### config.mk
export PLATFORM = sky130hd
export DESIGN_NAME = converter_top
export DESIGN_NICKNAME = d
export VERILOG_FILES = /design/src/converter_pkg.sv /design/src/adc_conditioner.sv /design/src/setpoint_stepper.sv /design/src/dead_time_gen.sv /design/src/bridge_sequencer.sv /design/src/converter_top.sv
export SDC_FILE = /design/constraint.sdc
export NUM_CORES = 1
export LEC_CHECK = 0
export ABC_AREA = 1
export BUFFER_PORTS_ARGS = -buffer_cell sky130_fd_sc_hd__buf_4
export CORE_MARGIN = 1
export CORE_UTILIZATION = 35
export CTS_CLUSTER_SIZE = 28
export DETAILED_ROUTE_END_ITERATION = 10
export GPL_TIMING_DRIVEN = 0
export PLACE_DENSITY = 0.53
export SYNTH_ARGS = -nofsm -noshare
export SYNTH_HDL_FRONTEND = slang
export SYNTH_SLANG_ARGS = --single-unit
export TNS_END_PERCENT = 1
### constraint.sdc
create_clock -name ADA_DCO -period 3.1 [get_ports ADA_DCO]
set_input_delay 0.62 -clock ADA_DCO [delete_from_list [all_inputs] [get_ports ADA_DCO]]
set_output_delay 0.62 -clock ADA_DCO [all_outputs]
set_load 0.05 [all_outputs]
### src/converter_pkg.sv
`default_nettype none

package converter_pkg;

   // --------------------------------------------------
   // tank adc channels
   // --------------------------------------------------
   localparam int ADC_W = 14;
   localparam logic signed [ADC_W-1:0] ADC_POS_FULL = 14'sh1FFF;
   localparam logic signed [ADC_W-1:0] ADC_NEG_FULL = 14'sh2000;
   // shifts the signed mirror to offset binary for the dac
   localparam logic [ADC_W-1:0] DAC_OFFSET = 14'd8191;

   // --------------------------------------------------
   // angle setpoints
   // --------------------------------------------------
   localparam int ANGLE_W = 8;
   // phase angle phi
   localparam logic [ANGLE_W-1:0] PHI_STEP = 8'd5;
   localparam logic [ANGLE_W-1:0] PHI_MIN = 8'd0;
   localparam logic [ANGLE_W-1:0] PHI_MAX = 8'd90;
   localparam logic [ANGLE_W-1:0] PHI_RST = 8'd0;
   // zvs offset delta
   localparam logic [ANGLE_W-1:0] DELTA_STEP = 8'd1;
   localparam logic [ANGLE_W-1:0] DELTA_MIN = 8'd0;
   localparam logic [ANGLE_W-1:0] DELTA_MAX = 8'd40;
   localparam logic [ANGLE_W-1:0] DELTA_RST = 8'd0;

   // --------------------------------------------------
   // h-bridge gate path
   // --------------------------------------------------
   // leg 1 is switches 0 and 2, leg 2 is switches 1 and 3
   localparam int N_SW = 4;
   localparam int DT_SEL_W = 2;
   localparam int DT_CNT_W = 8;
   // dead time in clocks, indexed by select code
   localparam logic [DT_CNT_W-1:0] DT_CYCLES_00 = 8'd10;
   localparam logic [DT_CNT_W-1:0] DT_CYCLES_10 = 8'd20;
   localparam logic [DT_CNT_W-1:0] DT_CYCLES_01 = 8'd40;
   localparam logic [DT_CNT_W-1:0] DT_CYCLES_11 = 8'd60;

   // startup timing
   localparam int START_TICK_CYCLES = 100;
   localparam int PRESC_W = $clog2(START_TICK_CYCLES);
   localparam int START_CNT_W = 8;
   localparam logic [START_CNT_W-1:0] BOOT_END = 8'd10;
   localparam logic [START_CNT_W-1:0] FORCE_END = 8'd16;
   // low sides on to charge bootstrap caps
   localparam logic [N_SW-1:0] GATE_BOOT = 4'b1100;
   // one fixed switching state, switches 0 and 3
   localparam logic [N_SW-1:0] GATE_FORCE = 4'b1001;

endpackage

`default_nettype wire

### src/adc_conditioner.sv
`timescale 1ns/1ps
`default_nettype none

module adc_conditioner (
   input  logic                                    ADA_DCO,
   input  logic                                    i_rst,
   input  logic signed [converter_pkg::ADC_W-1:0]  i_data,
   input  logic                                    i_over_range,
   output logic signed [converter_pkg::ADC_W-1:0]  o_sample,
   output logic        [converter_pkg::ADC_W-1:0]  o_dac
);

   import converter_pkg::*;

   // sensor polarity is inverted on the board
   logic signed [ADC_W-1:0] neg_data;

   // two's complement negation, wraps for the most negative code
   assign neg_data = -i_data;

   // --------------------------------------------------
   // sample and mirror registers
   // --------------------------------------------------
   always_ff @(posedge ADA_DCO) begin
      if (i_rst) begin
         o_sample <= '0;
         o_dac <= '0;
      end else begin
         if (i_over_range) begin
            // saturate to full scale of inverted polarity
            if (i_data == ADC_NEG_FULL) begin
               o_sample <= ADC_POS_FULL;
            end else begin
               o_sample <= ADC_NEG_FULL;
            end
         end else begin
            o_sample <= neg_data;
         end
         // mirror ignores over-range
         // offset binary, wraps in 14 bits
         o_dac <= $unsigned(neg_data) + DAC_OFFSET;
      end
   end

endmodule

`default_nettype wire

### src/setpoint_stepper.sv
`timescale 1ns/1ps
`default_nettype none

module setpoint_stepper #(
   parameter logic [converter_pkg::ANGLE_W-1:0] STEP    = 8'd1,
   parameter logic [converter_pkg::ANGLE_W-1:0] MIN_VAL = 8'd0,
   parameter logic [converter_pkg::ANGLE_W-1:0] MAX_VAL = 8'd255,
   parameter logic [converter_pkg::ANGLE_W-1:0] RST_VAL = 8'd0
) (
   input  logic                                ADA_DCO,
   input  logic                                i_rst,
   input  logic                                i_clear,
   input  logic                                i_inc,
   input  logic                                i_dec,
   output logic [converter_pkg::ANGLE_W-1:0]   o_value
);

   import converter_pkg::*;

   // previous button levels
   logic inc_q;
   logic dec_q;
   // registered rising edges
   logic inc_edge;
   logic dec_edge;
   logic [ANGLE_W-1:0] value_next;

   // --------------------------------------------------
   // edge detect
   // --------------------------------------------------
   always_ff @(posedge ADA_DCO) begin
      if (i_rst) begin
         inc_q <= 1'b0;
         dec_q <= 1'b0;
         inc_edge <= 1'b0;
         dec_edge <= 1'b0;
      end else begin
         inc_q <= i_inc;
         dec_q <= i_dec;
         // one pulse per press, held button steps once
         inc_edge <= i_inc & ~inc_q;
         dec_edge <= i_dec & ~dec_q;
      end
   end

   // saturating step
   // distance to the limit avoids wrap past 8 bits
   always_comb begin
      value_next = o_value;
      if (inc_edge && !dec_edge) begin
         if ((MAX_VAL - o_value) < STEP) begin
            value_next = MAX_VAL;
         end else begin
            value_next = o_value + STEP;
         end
      end else if (dec_edge && !inc_edge) begin
         if ((o_value - MIN_VAL) < STEP) begin
            value_next = MIN_VAL;
         end else begin
            value_next = o_value - STEP;
         end
      end
   end

   // clear wins over any pending step
   always_ff @(posedge ADA_DCO) begin
      if (i_rst || i_clear) begin
         o_value <= RST_VAL;
      end else begin
         o_value <= value_next;
      end
   end

endmodule

`default_nettype wire

### src/dead_time_gen.sv
`timescale 1ns/1ps
`default_nettype none

module dead_time_gen (
   input  logic                                  ADA_DCO,
   input  logic                                  i_rst,
   input  logic [converter_pkg::N_SW-1:0]        i_cmd,
   input  logic [converter_pkg::DT_SEL_W-1:0]    i_dt_sel,
   output logic [converter_pkg::N_SW-1:0]        o_cmd
);

   import converter_pkg::*;

   // dead time for current select
   logic [DT_CNT_W-1:0] dt_len;
   // consecutive high edges per switch
   logic [DT_CNT_W-1:0] cnt [N_SW];
   logic [DT_CNT_W-1:0] cnt_next [N_SW];

   // --------------------------------------------------
   // dead-time table lookup
   // --------------------------------------------------
   always_comb begin
      case (i_dt_sel)
         2'b00: dt_len = DT_CYCLES_00;
         2'b10: dt_len = DT_CYCLES_10;
         2'b01: dt_len = DT_CYCLES_01;
         default: dt_len = DT_CYCLES_11;
      endcase
   end

   // count includes the edge being sampled now
   // saturates at all ones so a long on time stays on
   always_comb begin
      for (int i = 0; i < N_SW; i++) begin
         if (!i_cmd[i]) begin
            cnt_next[i] = '0;
         end else if (cnt[i] == '1) begin
            cnt_next[i] = cnt[i];
         end else begin
            cnt_next[i] = cnt[i] + 1'b1;
         end
      end
   end

   // turn-on after dt_len high edges
   // turn-off on the first low edge
   always_ff @(posedge ADA_DCO) begin
      if (i_rst) begin
         for (int i = 0; i < N_SW; i++) begin
            cnt[i] <= '0;
         end
         o_cmd <= '0;
      end else begin
         for (int i = 0; i < N_SW; i++) begin
            cnt[i] <= cnt_next[i];
            o_cmd[i] <= (cnt_next[i] >= dt_len);
         end
      end
   end

endmodule

`default_nettype wire

### src/bridge_sequencer.sv
`timescale 1ns/1ps
`default_nettype none

module bridge_sequencer (
   input  logic                            ADA_DCO,
   input  logic                            i_rst,
   input  logic                            i_enable,
   input  logic [converter_pkg::N_SW-1:0]  i_cmd,
   output logic [converter_pkg::N_SW-1:0]  o_gate,
   output logic                            o_running
);

   import converter_pkg::*;

   localparam logic [PRESC_W-1:0] PRESC_LAST = PRESC_W'(START_TICK_CYCLES - 1);

   // startup tick prescaler
   logic [PRESC_W-1:0] presc;
   logic tick;
   // startup phase counter
   logic [START_CNT_W-1:0] start_cnt;
   logic phase_boot;
   logic phase_force;
   logic phase_normal;
   // both switches of one leg requested
   logic shoot_through;

   assign tick = (presc == PRESC_LAST);

   // --------------------------------------------------
   // phase decode
   // --------------------------------------------------
   assign phase_boot = (start_cnt <= BOOT_END);
   assign phase_force = (start_cnt > BOOT_END) && (start_cnt <= FORCE_END);
   assign phase_normal = (start_cnt > FORCE_END);

   // leg 1 is 0 and 2, leg 2 is 1 and 3
   assign shoot_through = (i_cmd[0] & i_cmd[2]) | (i_cmd[1] & i_cmd[3]);

   // --------------------------------------------------
   // startup counters
   // --------------------------------------------------
   // disable restarts the whole sequence from bootstrap
   always_ff @(posedge ADA_DCO) begin
      if (i_rst || !i_enable) begin
         presc <= '0;
         start_cnt <= '0;
      end else if (!phase_normal) begin
         if (tick) begin
            presc <= '0;
            start_cnt <= start_cnt + 1'b1;
         end else begin
            presc <= presc + 1'b1;
         end
      end
   end

   // --------------------------------------------------
   // gate output register
   // --------------------------------------------------
   always_ff @(posedge ADA_DCO) begin
      if (i_rst || !i_enable) begin
         o_gate <= '0;
         o_running <= 1'b0;
      end else begin
         if (phase_boot) begin
            // low sides charge the bootstrap caps
            o_gate <= GATE_BOOT;
         end else if (phase_force) begin
            o_gate <= GATE_FORCE;
         end else if (shoot_through) begin
            // guard only needed for external pattern
            o_gate <= '0;
         end else begin
            o_gate <= i_cmd;
         end
         o_running <= phase_normal;
      end
   end

endmodule

`default_nettype wire

### src/converter_top.sv
`timescale 1ns/1ps
`default_nettype none

module converter_top (
   input  logic                                    ADA_DCO,
   input  logic                                    i_rst,
   // tank adcs
   input  logic signed [converter_pkg::ADC_W-1:0]  i_ada_data,
   input  logic signed [converter_pkg::ADC_W-1:0]  i_adb_data,
   input  logic                                    i_ada_or,
   input  logic                                    i_adb_or,
   // setpoint buttons
   input  logic                                    i_btn_rst,
   input  logic                                    i_btn_inc,
   input  logic                                    i_btn_dec,
   input  logic                                    i_btn_delta,
   // bridge control
   input  logic                                    i_enable,
   input  logic [converter_pkg::DT_SEL_W-1:0]      i_dt_sel,
   input  logic [converter_pkg::N_SW-1:0]          i_leg_cmd,
   // conditioned samples and dac mirrors
   output logic signed [converter_pkg::ADC_W-1:0]  o_vc,
   output logic signed [converter_pkg::ADC_W-1:0]  o_ic,
   output logic        [converter_pkg::ADC_W-1:0]  o_dac_a,
   output logic        [converter_pkg::ADC_W-1:0]  o_dac_b,
   // setpoints for the external control law
   output logic [converter_pkg::ANGLE_W-1:0]       o_phi,
   output logic [converter_pkg::ANGLE_W-1:0]       o_delta,
   // gate drives
   output logic [converter_pkg::N_SW-1:0]          o_gate,
   output logic                                    o_running
);

   import converter_pkg::*;

   // request after dead time
   logic [N_SW-1:0] dt_cmd;

   // --------------------------------------------------
   // adc front end
   // --------------------------------------------------
   // channel a is tank voltage
   adc_conditioner u_adc_a (
      .ADA_DCO      (ADA_DCO),
      .i_rst        (i_rst),
      .i_data       (i_ada_data),
      .i_over_range (i_ada_or),
      .o_sample     (o_vc),
      .o_dac        (o_dac_a)
   );

   // channel b is tank current
   adc_conditioner u_adc_b (
      .ADA_DCO      (ADA_DCO),
      .i_rst        (i_rst),
      .i_data       (i_adb_data),
      .i_over_range (i_adb_or),
      .o_sample     (o_ic),
      .o_dac        (o_dac_b)
   );

   // --------------------------------------------------
   // angle setpoints
   // --------------------------------------------------
   setpoint_stepper #(
      .STEP    (PHI_STEP),
      .MIN_VAL (PHI_MIN),
      .MAX_VAL (PHI_MAX),
      .RST_VAL (PHI_RST)
   ) u_phi (
      .ADA_DCO (ADA_DCO),
      .i_rst   (i_rst),
      .i_clear (i_btn_rst),
      .i_inc   (i_btn_inc),
      .i_dec   (i_btn_dec),
      .o_value (o_phi)
   );

   // delta only steps up, back to zero on reset
   setpoint_stepper #(
      .STEP    (DELTA_STEP),
      .MIN_VAL (DELTA_MIN),
      .MAX_VAL (DELTA_MAX),
      .RST_VAL (DELTA_RST)
   ) u_delta (
      .ADA_DCO (ADA_DCO),
      .i_rst   (i_rst),
      .i_clear (1'b0),
      .i_inc   (i_btn_delta),
      .i_dec   (1'b0),
      .o_value (o_delta)
   );

   // --------------------------------------------------
   // gate path
   // --------------------------------------------------
   dead_time_gen u_dead_time (
      .ADA_DCO  (ADA_DCO),
      .i_rst    (i_rst),
      .i_cmd    (i_leg_cmd),
      .i_dt_sel (i_dt_sel),
      .o_cmd    (dt_cmd)
   );

   bridge_sequencer u_sequencer (
      .ADA_DCO   (ADA_DCO),
      .i_rst     (i_rst),
      .i_enable  (i_enable),
      .i_cmd     (dt_cmd),
      .o_gate    (o_gate),
      .o_running (o_running)
   );

endmodule

`default_nettype wire

; ---- After elaboration in Yosys (flattened, before gate mapping)
; Memories as Yosys holds them, arrays and structs flattened.
; Cells that the tools add are included.
[totals]
regBits = 102
latch_bits = 0
mem_bits_rw = 32
rom_bits = 0
inputBits = 43
out_inout_bits = 77
n_memories = 1
[classes]
add_sub_neg = 15
mul = 0
div_mod_pow = 0
magnitude_cmp = 11
n_eq_ne = 9
n_shift = 0
mux = 30
bitwise_logic = 14
n_reduce_logical = 13
[memory_table]
columns = memory, words, word_bits, rd, rd_clocked_by_memory_dff, wr, line_no
row1 = u_dead_time.cnt, 4, 8, 4, 0, 4, dead_time_gen.sv:17  ; logic [DT_CNT_W-1:0] cnt [N_SW];
[op_table]
columns = op, n
row1 = $mux 8, 18
row2 = $mux 14, 4
row3 = $add 8x1->8 const B, 6
row4 = $eq 8x8->1 const B, 4
row5 = $ge 8x6->1, 4
row6 = $add 14x13->14 const B, 2
row7 = $eq 14x14->1 const B, 2
row8 = $neg 14->14, 2
row9 = $pmux 6 s3, 1
row10 = $lt 8x3->1 const B, 2
row11 = $mux 4, 3
row12 = $add 8x3->8 const B, 1
row13 = $gt 8x4->1 const B, 1
row14 = $gt 8x5->1 const B, 1
row15 = $le 8x4->1 const B, 1
row16 = $le 8x5->1 const B, 1
row17 = $lt 8x1->1 const B, 1
row18 = $sub 6x8->8 const A, 1
row19 = $sub 7x8->8 const A, 1
row20 = $sub 8x3->8 const B, 1
row21 = $add 7x1->7 const B, 1
row22 = $eq 7x7->1 const B, 1
row23 = $mux 7, 1
row24 = $and 1x1->1, 5
row25 = 13 further kinds, 27

; ---- Logic depth before layout (Yosys ltp)
; Gate-level depths: netlist (run 1).
[depth]
depth_word = 5
ltp_mapped = 16
ltp_nobuf = 16

; ---- Cells and area by module
; Synthesis (run 1) repeated with hierarchy kept, for this count alone.
[unflattened]
hier_cells = 1208
hier_area_um2 = 8284.2
[by_module_without_submodules]
columns = module, n_inst, cells_each, area_per_inst_um2, seq_area_each_um2
row1 = adc_conditioner, 2, 200, 1423.9, 560.5
row2 = dead_time_gen, 1, 370, 2529.9, 720.7
row3 = bridge_sequencer, 1, 142, 1024.7, 400.4
row4 = setpoint_stepper (u_delta), 1, 154, 993.5, 240.2
row5 = setpoint_stepper (u_phi), 1, 141, 884.6, 240.2
row6 = converter_top, 1, 1, 3.8, 0.0

; ---- Worst setup path before layout (run 1)
; Ideal clock, no wire load.
[synth_path]
kind = reg2reg
from = memory u_dead_time.cnt[3][0] (netlist: u_dead_time.cnt[0][24])
to = register u_dead_time.o_cmd[3] (netlist name)
setup_time_ns = 0.128
arrival_time_ns = 1.981
slack_ns = 0.992
stages_incl_launch_ff = 16
cell_sequence = dfxtp_1 > ha_1 > nand2_1 > inv_1 > nand4_1 > nand2_1 > nor2_1 > nand2_1 > xor2_1 > nand2_1 > inv_1 > ha_1 > a21oi_1 > o2111ai_1 > nor2_1 > nor2_1
[synth_rtl]
columns = element, line_no
row1 = "start, declared", dead_time_gen.sv:17
row2 = "end signal, assigned by index", dead_time_gen.sv:57  ; o_cmd[i] <= (cnt_next[i] >= dt_len);
row3 = "end, declared", dead_time_gen.sv:9  ; output logic [converter_pkg::N_SW-1:0] o_cmd

==> impl_summary.md, run 1 <==
Logic synthesis
For this run, asynchronously set or reset flops after synthesis account for 0%. In this run the biggest area consumer among cell types represents between 30% and 40% of the synthesized area. The simple-gate share of the synthesized area is around 33%. The number of cells produced by synthesis is 1045. The synthesized cell area is between 7000 and 8000 um^2. The portion of synthesized area spent on multiplexers is 0%.

Yosys mapped a number of flops with a built-in enable equal to 0. In the post-synthesis netlist, the biggest area contributors are sky130_fd_sc_hd__dfxtp_1 (37%), sky130_fd_sc_hd__nand2_1 (11%), sky130_fd_sc_hd__inv_1 (7.7%). After synthesis the netlist holds a flip-flop and latch count of about 130. Ranked by instance count, the synthesized netlist is headed by sky130_fd_sc_hd__nand2_1 (220), sky130_fd_sc_hd__inv_1 (148), sky130_fd_sc_hd__nor2_1 (145), sky130_fd_sc_hd__dfxtp_1 (134), sky130_fd_sc_hd__a21oi_1 (85). The net count of the mapped netlist is ~1100. After synthesis, flip-flops and latches occupy roughly 37% of the total area.

The main combinational cell family by area after synthesis is simple AND/OR/NAND/NOR gates. The xor/xnor share of the synthesized area is ~2.2%. The count of synthesis-stage warnings from yosys is 0. The count of different cell masters after synthesis is 47. The top cell type by total area after synthesis is sky130_fd_sc_hd__dfxtp_1. By instance count, the leading cell after synthesis is sky130_fd_sc_hd__nand2_1.

The primary flip-flop cell chosen by synthesis mapping is sky130_fd_sc_hd__dfxtp_1. The mean instance size in the synthesized netlist is between 6 and 7 um^2. Summing the areas of all compound-gate instances in the mapped netlist gives about an eighth of the synthesized area. Summing the areas of all fa, ha and maj instances in the mapped netlist gives between 6 and 7% of the synthesized area.

Timing
The clock period could shrink to about 2400 ps. Between clock sinks in the finished design, the worst skew comes to roughly 8 ps. Measured against its own limit, the worst slew margin works out to a little under half.

The final-report setup violation count is 0. The total count of hold-check failures in the final report is 0. The slew at the pin with the worst max-slew slack is 820.4 ps.

The final total negative setup slack is 0 ps. Setup slack on the critical path of the routed design comes to approximately 670 ps. For this run, the top clock speed supported by timing is between 400 and 500 MHz. Setup repair after global routing left no endpoint under its margin. The share of the clock period used by the worst path after layout is between 70% and 80%. The number of slew-limit violations in the final report is 0.

Die
In this run the horizontal extent of the chip is around 150 um. The initialized floorplan defines 52 standard-cell rows. The starting utilization of the core area is 35.68%. The top-level I/O count is 120. The area of the placeable core is 20230 um^2. In this run the vertical extent of the chip is roughly 150 um. The die area is around 21000 um^2.

Place
Including well taps, the total number of placed cells is roughly 1400. At the placement stage, the worst setup path has a slack of between 600 and 700 ps. The HPWL after detailed placement is ~14000 um.

The number of input and output port buffers inserted is approximately 120. The final estimated routing congestion in global placement is 0.8265.

Route
The detailed-route via count is about 6800. The routed wire length is about 17000 um. The first-pass iteration count of the detailed router is 5. Dividing the detail-routed via count by the number of cells gives roughly 4.6.

Dividing the detail-routed wire length by the instance count gives between 10 and 15 um. After the first detailed-routing iteration, the DRC count stood at approximately 210. The number of routed nets with antenna violations is 0. In the routed design, unresolved DRC markers number 0.

Clock tree
The number of levels the H-tree was split into is 4. Gates resized during post-CTS repair numbered 0. The tree built by TritonCTS fans out to between 100 and 150 sinks. The insertion delay of the later-clocked pin in the worst-skew pair is just over 400 ps.

The CTS tree is built. The number of clock buffers added by TritonCTS is 17. The number of hold-repair buffers added at the cts stage is 0. The maximum buffer depth of the clock tree is 2. The cell at the root of the clock tree is sky130_fd_sc_hd__clkbuf_16.

After clock tree synthesis, the clock-pin slew on the worst setup and hold paths is around 60 ps. The buffers inserted during post-CTS setup optimization is 0.

Setup path
The critical path goes through ha_1, nand2_1, inv_1, nand4_2, nand2_1, nor2_1, nor3_1, ha_1, nand2_1, nor2_1, a211oi_1, o2111ai_1, nor2_1, nor2_1. At the worst endpoint, the required time is between 3000 and 4000 ps. The slowest cell on the critical path is sky130_fd_sc_hd__dfxtp_1. For the worst flop-to-flop path, the logic depth is 14. The cell repeated most along the worst path is sky130_fd_sc_hd__nor2_1. Of all nets on the critical path, the largest fanout is 7. The worst setup path is launched from a register. In this design, the stage delay of the slowest critical-path cell is 360 ps.

The worst setup path is of the reg -> reg kind. The endpoint class of the critical path is a register. Data arrives at the worst endpoint at between 2000 and 3000 ps.

Global route
The number of antenna violations at the first check in global routing is 0. The number of global-route vias before repair is ~6400. The first global-routing pass estimated 29370 um of wire. Global routing used about 17% of the available tracks across all layers. Entering global routing, the biggest net connects 17 pins. The sum of overflow across all layers after global routing is 0.

Final layout
The non-filler instance count after layout is around 1500. Counting the fill cells in the layout gives 2164. The number of antenna cells inserted is 0. For this run, the post-layout net count is approximately 1300. The post-layout utilization of the core is 44.68%. The fraction of layout instances using a drive strength above 1 is between 10% and 20%. The post-synthesis to final-layout area growth is 25.23%. The total area of multi-input combinational cells is about 3900 um^2.

Registers take between 2000 and 3000 um^2.

Run status
The run finished with clean final reports.

Power
Summing internal, switching and leakage power gives between 4000 and 5000 uW. For this design the static power due to leakage is just over 0.004 uW. The power density of the placed cells is ~490 nW/um^2. The largest voltage drop on the vdd net is approximately 0.35 mV.

Worst hold path
In this run the worst hold path is classified as reg -> reg. Counting instances, the worst hold path has a depth of 1.

Job
The tool flagged a number of max-cap violations equal to 0.
-- routing by layer --
metal	up-vias	part of all wire, %	track usage [%]
li1	3653	-	-
met3	18	4.6	4.357
met1	2991	47	21.28
met2	125	47	28.17
met4	0	1.3	6.316
met5	-	0	0
-- through the flow --
stage / instance area [um^2] / hold slack [ps]
after floorplan: 7219 / 372.8
after global placement: 8451 / 374.5
after detailed placement: 8451 / 380.3
after CTS: 9041 / 379.5
after global routing: 9041 / 387.7
final: 9041 / 385.7
-- kinds of logic (layout without fill, tap and decap cells) --
| family | after synthesis | after routing |
|---|---|---|
| AND/OR/NAND/NOR | 524 | 524 |
| flip-flops | 134 | 134 |
| AO/OA/AOI/OAI | 157 | 157 |
| buffers and inverters | 176 | 327 |
| adder cells (fa/ha/maj) | 36 | 36 |
| XOR/XNOR | 18 | 18 |
-- registers in the layout, indices dropped and copies added (netlist names), 4 cells and up --
register	flops
u_adc_a.o_dac	14
u_dead_time.cnt	32
u_adc_b.o_dac	14
u_sequencer.o_gate	4
u_adc_a.o_sample	14
u_delta.o_value	8
u_phi.o_value	8
u_sequencer.start_cnt	8
u_dead_time.o_cmd	4
u_adc_b.o_sample	14
u_sequencer.presc	7
-- layout make-up --
cell class                 instances  area share (%)
buffer                            16          0.7611
clock inverter                    13           1.633
clock buffer                      19           4.899
timing repair buffer             119           9.881
multi-input combinational        735           42.75
tap                              270           3.737
sequential                       134           29.67
inverter                         160           6.670
-- path summary, 6_finish.rpt --
check | start | slack (ps) | to
setup / recovery | u_dead_time.cnt[0][8] | 670 | u_dead_time.o_cmd[1]
hold / removal | u_phi.dec_q | 390 | u_phi.dec_edge
setup reg to reg | u_dead_time.cnt[0][8] | 670 | u_dead_time.o_cmd[1]
hold reg to reg | u_phi.dec_q | 390 | u_phi.dec_edge
-- layout by cell type (no fill, tap or decap), types with 26 or more instances in the layout --
cell	instances
sky130_fd_sc_hd__nor2_1	145
sky130_fd_sc_hd__nor3_1	26
sky130_fd_sc_hd__buf_4	119
sky130_fd_sc_hd__ha_1	36
sky130_fd_sc_hd__nand2_1	220
sky130_fd_sc_hd__nand3_1	47
sky130_fd_sc_hd__inv_1	148
sky130_fd_sc_hd__dfxtp_1	134
sky130_fd_sc_hd__a21oi_1	85
sky130_fd_sc_hd__o21ai_0	46
-- power breakdown --
part	total, uW	switching [uW]	internal (uW)
Combinational	644	443	201
Clock	2010	795	1220
Sequential	1810	29.1	1780
Total	4470	1270	3200
-- critical path, delay by kind of cell, from the launching register on --
family / cells / cell delay, ps
AND/OR/NAND/NOR: 9 / 1020
buffers and inverters: 1 / 110
adder cells (fa/ha/maj): 2 / 460
flip-flops: 1 / 360
AO/OA/AOI/OAI: 2 / 320
Power figures use the tool's default switching activity.
==> run 2: changes to the inputs <==
--- a/config.mk
+++ b/config.mk
@@ -12,7 +12,7 @@
 export CTS_CLUSTER_SIZE = 28
 export DETAILED_ROUTE_END_ITERATION = 10
 export GPL_TIMING_DRIVEN = 0
-export PLACE_DENSITY = 0.53
+export PLACE_DENSITY = 0.55
 export SYNTH_ARGS = -nofsm -noshare
 export SYNTH_HDL_FRONTEND = slang
 export SYNTH_SLANG_ARGS = --single-unit
==> constraint.sdc (replaced) <==
create_clock -name ADA_DCO -period 2.1 [get_ports ADA_DCO]
set_input_delay 0.42 -clock ADA_DCO [delete_from_list [all_inputs] [get_ports ADA_DCO]]
set_output_delay 0.42 -clock ADA_DCO [all_outputs]
set_load 0.05 [all_outputs]
==> run 2 against run 1 <==
  * The flow now finishes with violations (setup timing)
  * Sequential share of layout area decreased by 1.2 points
  * Wire length increased by 7.0%
  * Combinational power increased by 51%
  * Final cell count increased by 2.1%
  * Critical path depth increased by 2
==> impl_summary.md, run 2 (synthesized netlist as in run 1, its figures left out) <==
Setup path
The cell family contributing the most delay on the critical path is buffers and inverters. The critical path is of the reg -> reg type. The number of buffers and inverters on the critical path is 7. The biggest fanout along the worst timing path is 4. The worst setup path is launched from a register. Traced cell by cell, the critical path runs through ha_4, nand2_2, inv_2, nand4_1, nand2_2, nor2_4, nand2_1, xor2_1, nand2_1, buf_4, buf_4, buf_4, buf_4, buf_4, buf_6, nor2_1. The required time of the critical path is between 2000 and 2500 ps. The cell repeated most along the worst path is sky130_fd_sc_hd__buf_4. The delay contributed by the slowest stage of the critical path is 350 ps.

For this design, the slowest cell found on the critical path is sky130_fd_sc_hd__dfxtp_2. The endpoint class of the critical path is a register. The critical path data arrival time is 2550 ps.

Final layout
The final layout contains 1293 nets. The top cell types in the final layout, fill and taps aside, are sky130_fd_sc_hd__nand2_1 (209), sky130_fd_sc_hd__buf_4 (149), sky130_fd_sc_hd__inv_1 (142). The register with the most flip-flops in the layout has 32 of them. More flip-flops sit in one register than any other, and that register is u_dead_time.cnt. The post-layout instance area is 9480 um^2. The library cell used most frequently in the layout, excluding fill and tap cells, is sky130_fd_sc_hd__nand2_1. The register area is 2696 um^2. The layout filler cell count is 2075. The area growth from synthesis to layout is 31.32%. The total area of multi-input combinational cells is roughly 4100 um^2. The number of antenna cells inserted is 0. Of the cells placed in the final design, the portion with a size suffix greater than 1 is about a quarter.

Place
The post-DP HPWL is 13860 um. Buffers placed on the I/O ports in this run total about 120. The congestion estimate from routability-driven global placement came to between 0.8 and 0.9. The area of placed instances is 8453 um^2.

Clock tree
Hold repair after CTS inserted 0 buffers. After clock tree synthesis, the clock-pin slew on the worst setup and hold paths is around 60 ps. The insertion delay of the later-clocked pin in the worst-skew pair is 420 ps.

The CTS tree is built. The H-tree generated during clock tree synthesis spans 4 levels. The cell at the root of the clock tree is sky130_fd_sc_hd__clkbuf_16. The total clock buffers created by CTS is 17.

The tree built by TritonCTS fans out to between 100 and 150 sinks. The longest clock path from root to sink contains 2 buffers.

Die
The floorplan step set the die height to about 150 um. The floorplan step set the die width to about 150 um. The floorplan has 52 rows. After floorplanning, the core was sized to cover a little over 20000 um^2.

Pin placement for this block handled 120 I/O pins. The initial utilization of the core area, before any placement, comes to between 30 and 40%. The die area is 21210 um^2.

Global route
The number of antenna violations at the first check in global routing is 0. The pin count of the biggest net entering global routing is 17. Global routing consumed, over all layers together, 18.29% of the routing resources. After global routing the overflow that remains totals 0. The first global-routing pass estimated 31240 um of wire. The number of global-route vias before repair is between 6000 and 7000.

Timing
The final-report setup violation count is 6. The headroom to the max-slew limit is 52.56%. The post-route worst setup slack is -91.71 ps. After layout, the worst path uses 104.4% of the clock period. The total count of hold-check failures in the final report was 0.

For the finished layout, the period the worst path requires is about 2200 ps. The number of slew-limit violations in the final report is 0. The fmax is 456.3 MHz.

Clock skew on the completed layout was measured at 7.048 ps. The slew at the pin with the worst max-slew slack is 711.6 ps. The worst slack on hold paths is ~200 ps. Setup repair after global routing could not meet its margin everywhere.

Run status
The checks that failed: setup timing. The run finished, with violations left.

Route
The count of routing violations after the opening detailed-route iteration is about 250. The first detailed-routing pass took 5 iterations. The via-per-instance ratio is ~4.7.

Dividing the detail-routed wire length by the instance count gives between 10 and 15 um. The number of routed nets with antenna violations is 0. The DRC violations left is 0.

The routed design has ~19000 um of wire. The detailed-route via count is roughly 7000.

Power
Dividing total power by cell area gives a power density of ~680 nW/um^2. The analysis attributes to cell leakage a power of 0.004274 uW. The largest voltage drop on the vdd net is 0.5508 mV.

Worst hold path
The class of the worst hold path is in -> reg.

Job
The max capacitance violation total is 0.
-- run 2: changes by cell type in the layout (fill, tap and decap cells not counted), moves of 7 or more --
cell / change
sky130_fd_sc_hd__dfxtp_1: -11
sky130_fd_sc_hd__buf_4: +30
sky130_fd_sc_hd__dfxtp_2: +11
sky130_fd_sc_hd__nor2_1: -14
sky130_fd_sc_hd__nand2_1: -11
sky130_fd_sc_hd__nor2_2: +9
sky130_fd_sc_hd__ha_1: -7
sky130_fd_sc_hd__nand2_2: +9
-- run 2: final cells by class --
cell class                 count  share of cell area [%]
sequential                   134                   28.44
clock inverter                13                   1.320
buffer                        16                  0.7259
inverter                     160                   6.361
tap                          270                   3.563
multi-input combinational    735                   43.10
timing repair buffer         150                   11.92
clock buffer                  19                   4.566
-- run 2: what timing repair did --
item / CTS / global route
hold endpoints to repair: 0 / 0
gates resized for setup: 59 / 16
buffers inserted: 31 / 0
pin swaps: 36 / 9
gates cloned: 0 / 0
setup endpoints to repair: 4 / 10
-- run 2: final timing paths --
| check | from | to | slack [ps] | depth (start not counted) |
|---|---|---|---|---|
| max | u_dead_time.cnt[0][25] | u_dead_time.cnt[0][29] | -90 | 16 |
| min | i_ada_data[0] | u_adc_a.o_dac[0] | 200 | 2 |
| max reg2reg | u_dead_time.cnt[0][25] | u_dead_time.cnt[0][29] | -90 | 16 |
| min reg2reg | u_phi.dec_q | u_phi.dec_edge | 390 | 1 |
-- run 2: per-layer routing --
metal / part of all wire [%] / global-route usage [%]
met1: 47 / 23.05
met2: 46 / 30.75
met3: 4.7 / 3.981
met4: 2.1 / 6.421
met5: 0 / 0
-- run 2: worst register-to-register path: cells and delay by family, from the launching register on --
kind          cells  cell delay, ps
flops             1             350
fa+ha+maj         1             140
xor+xnor          1             140
simple gates      7             710
buf+inv           7             790
-- run 2: per-stage QoR --
step / setup TNS [ps] / cells / setup WS, ps / util [%] / total power, uW
floorplan: 0 / 1045 / 14.91 / - / 3364
global placement: -1242 / 1434 / -306.7 / 41.78 / 3682
detailed placement: -1358 / 1434 / -387.8 / 41.78 / 3684
finish: -304.7 / 1497 / -91.71 / 46.85 / 6491
CTS: -139.8 / 1497 / -45.71 / 46.62 / 6551
global route: -1336 / 1497 / -291.8 / 46.85 / 6781
-- run 2: where the power goes --
group / switching (uW) / internal (uW)
Sequential: 46.6 / 2630
Combinational: 664 / 307
Clock: 1200 / 1640
Total: 1910 / 4580
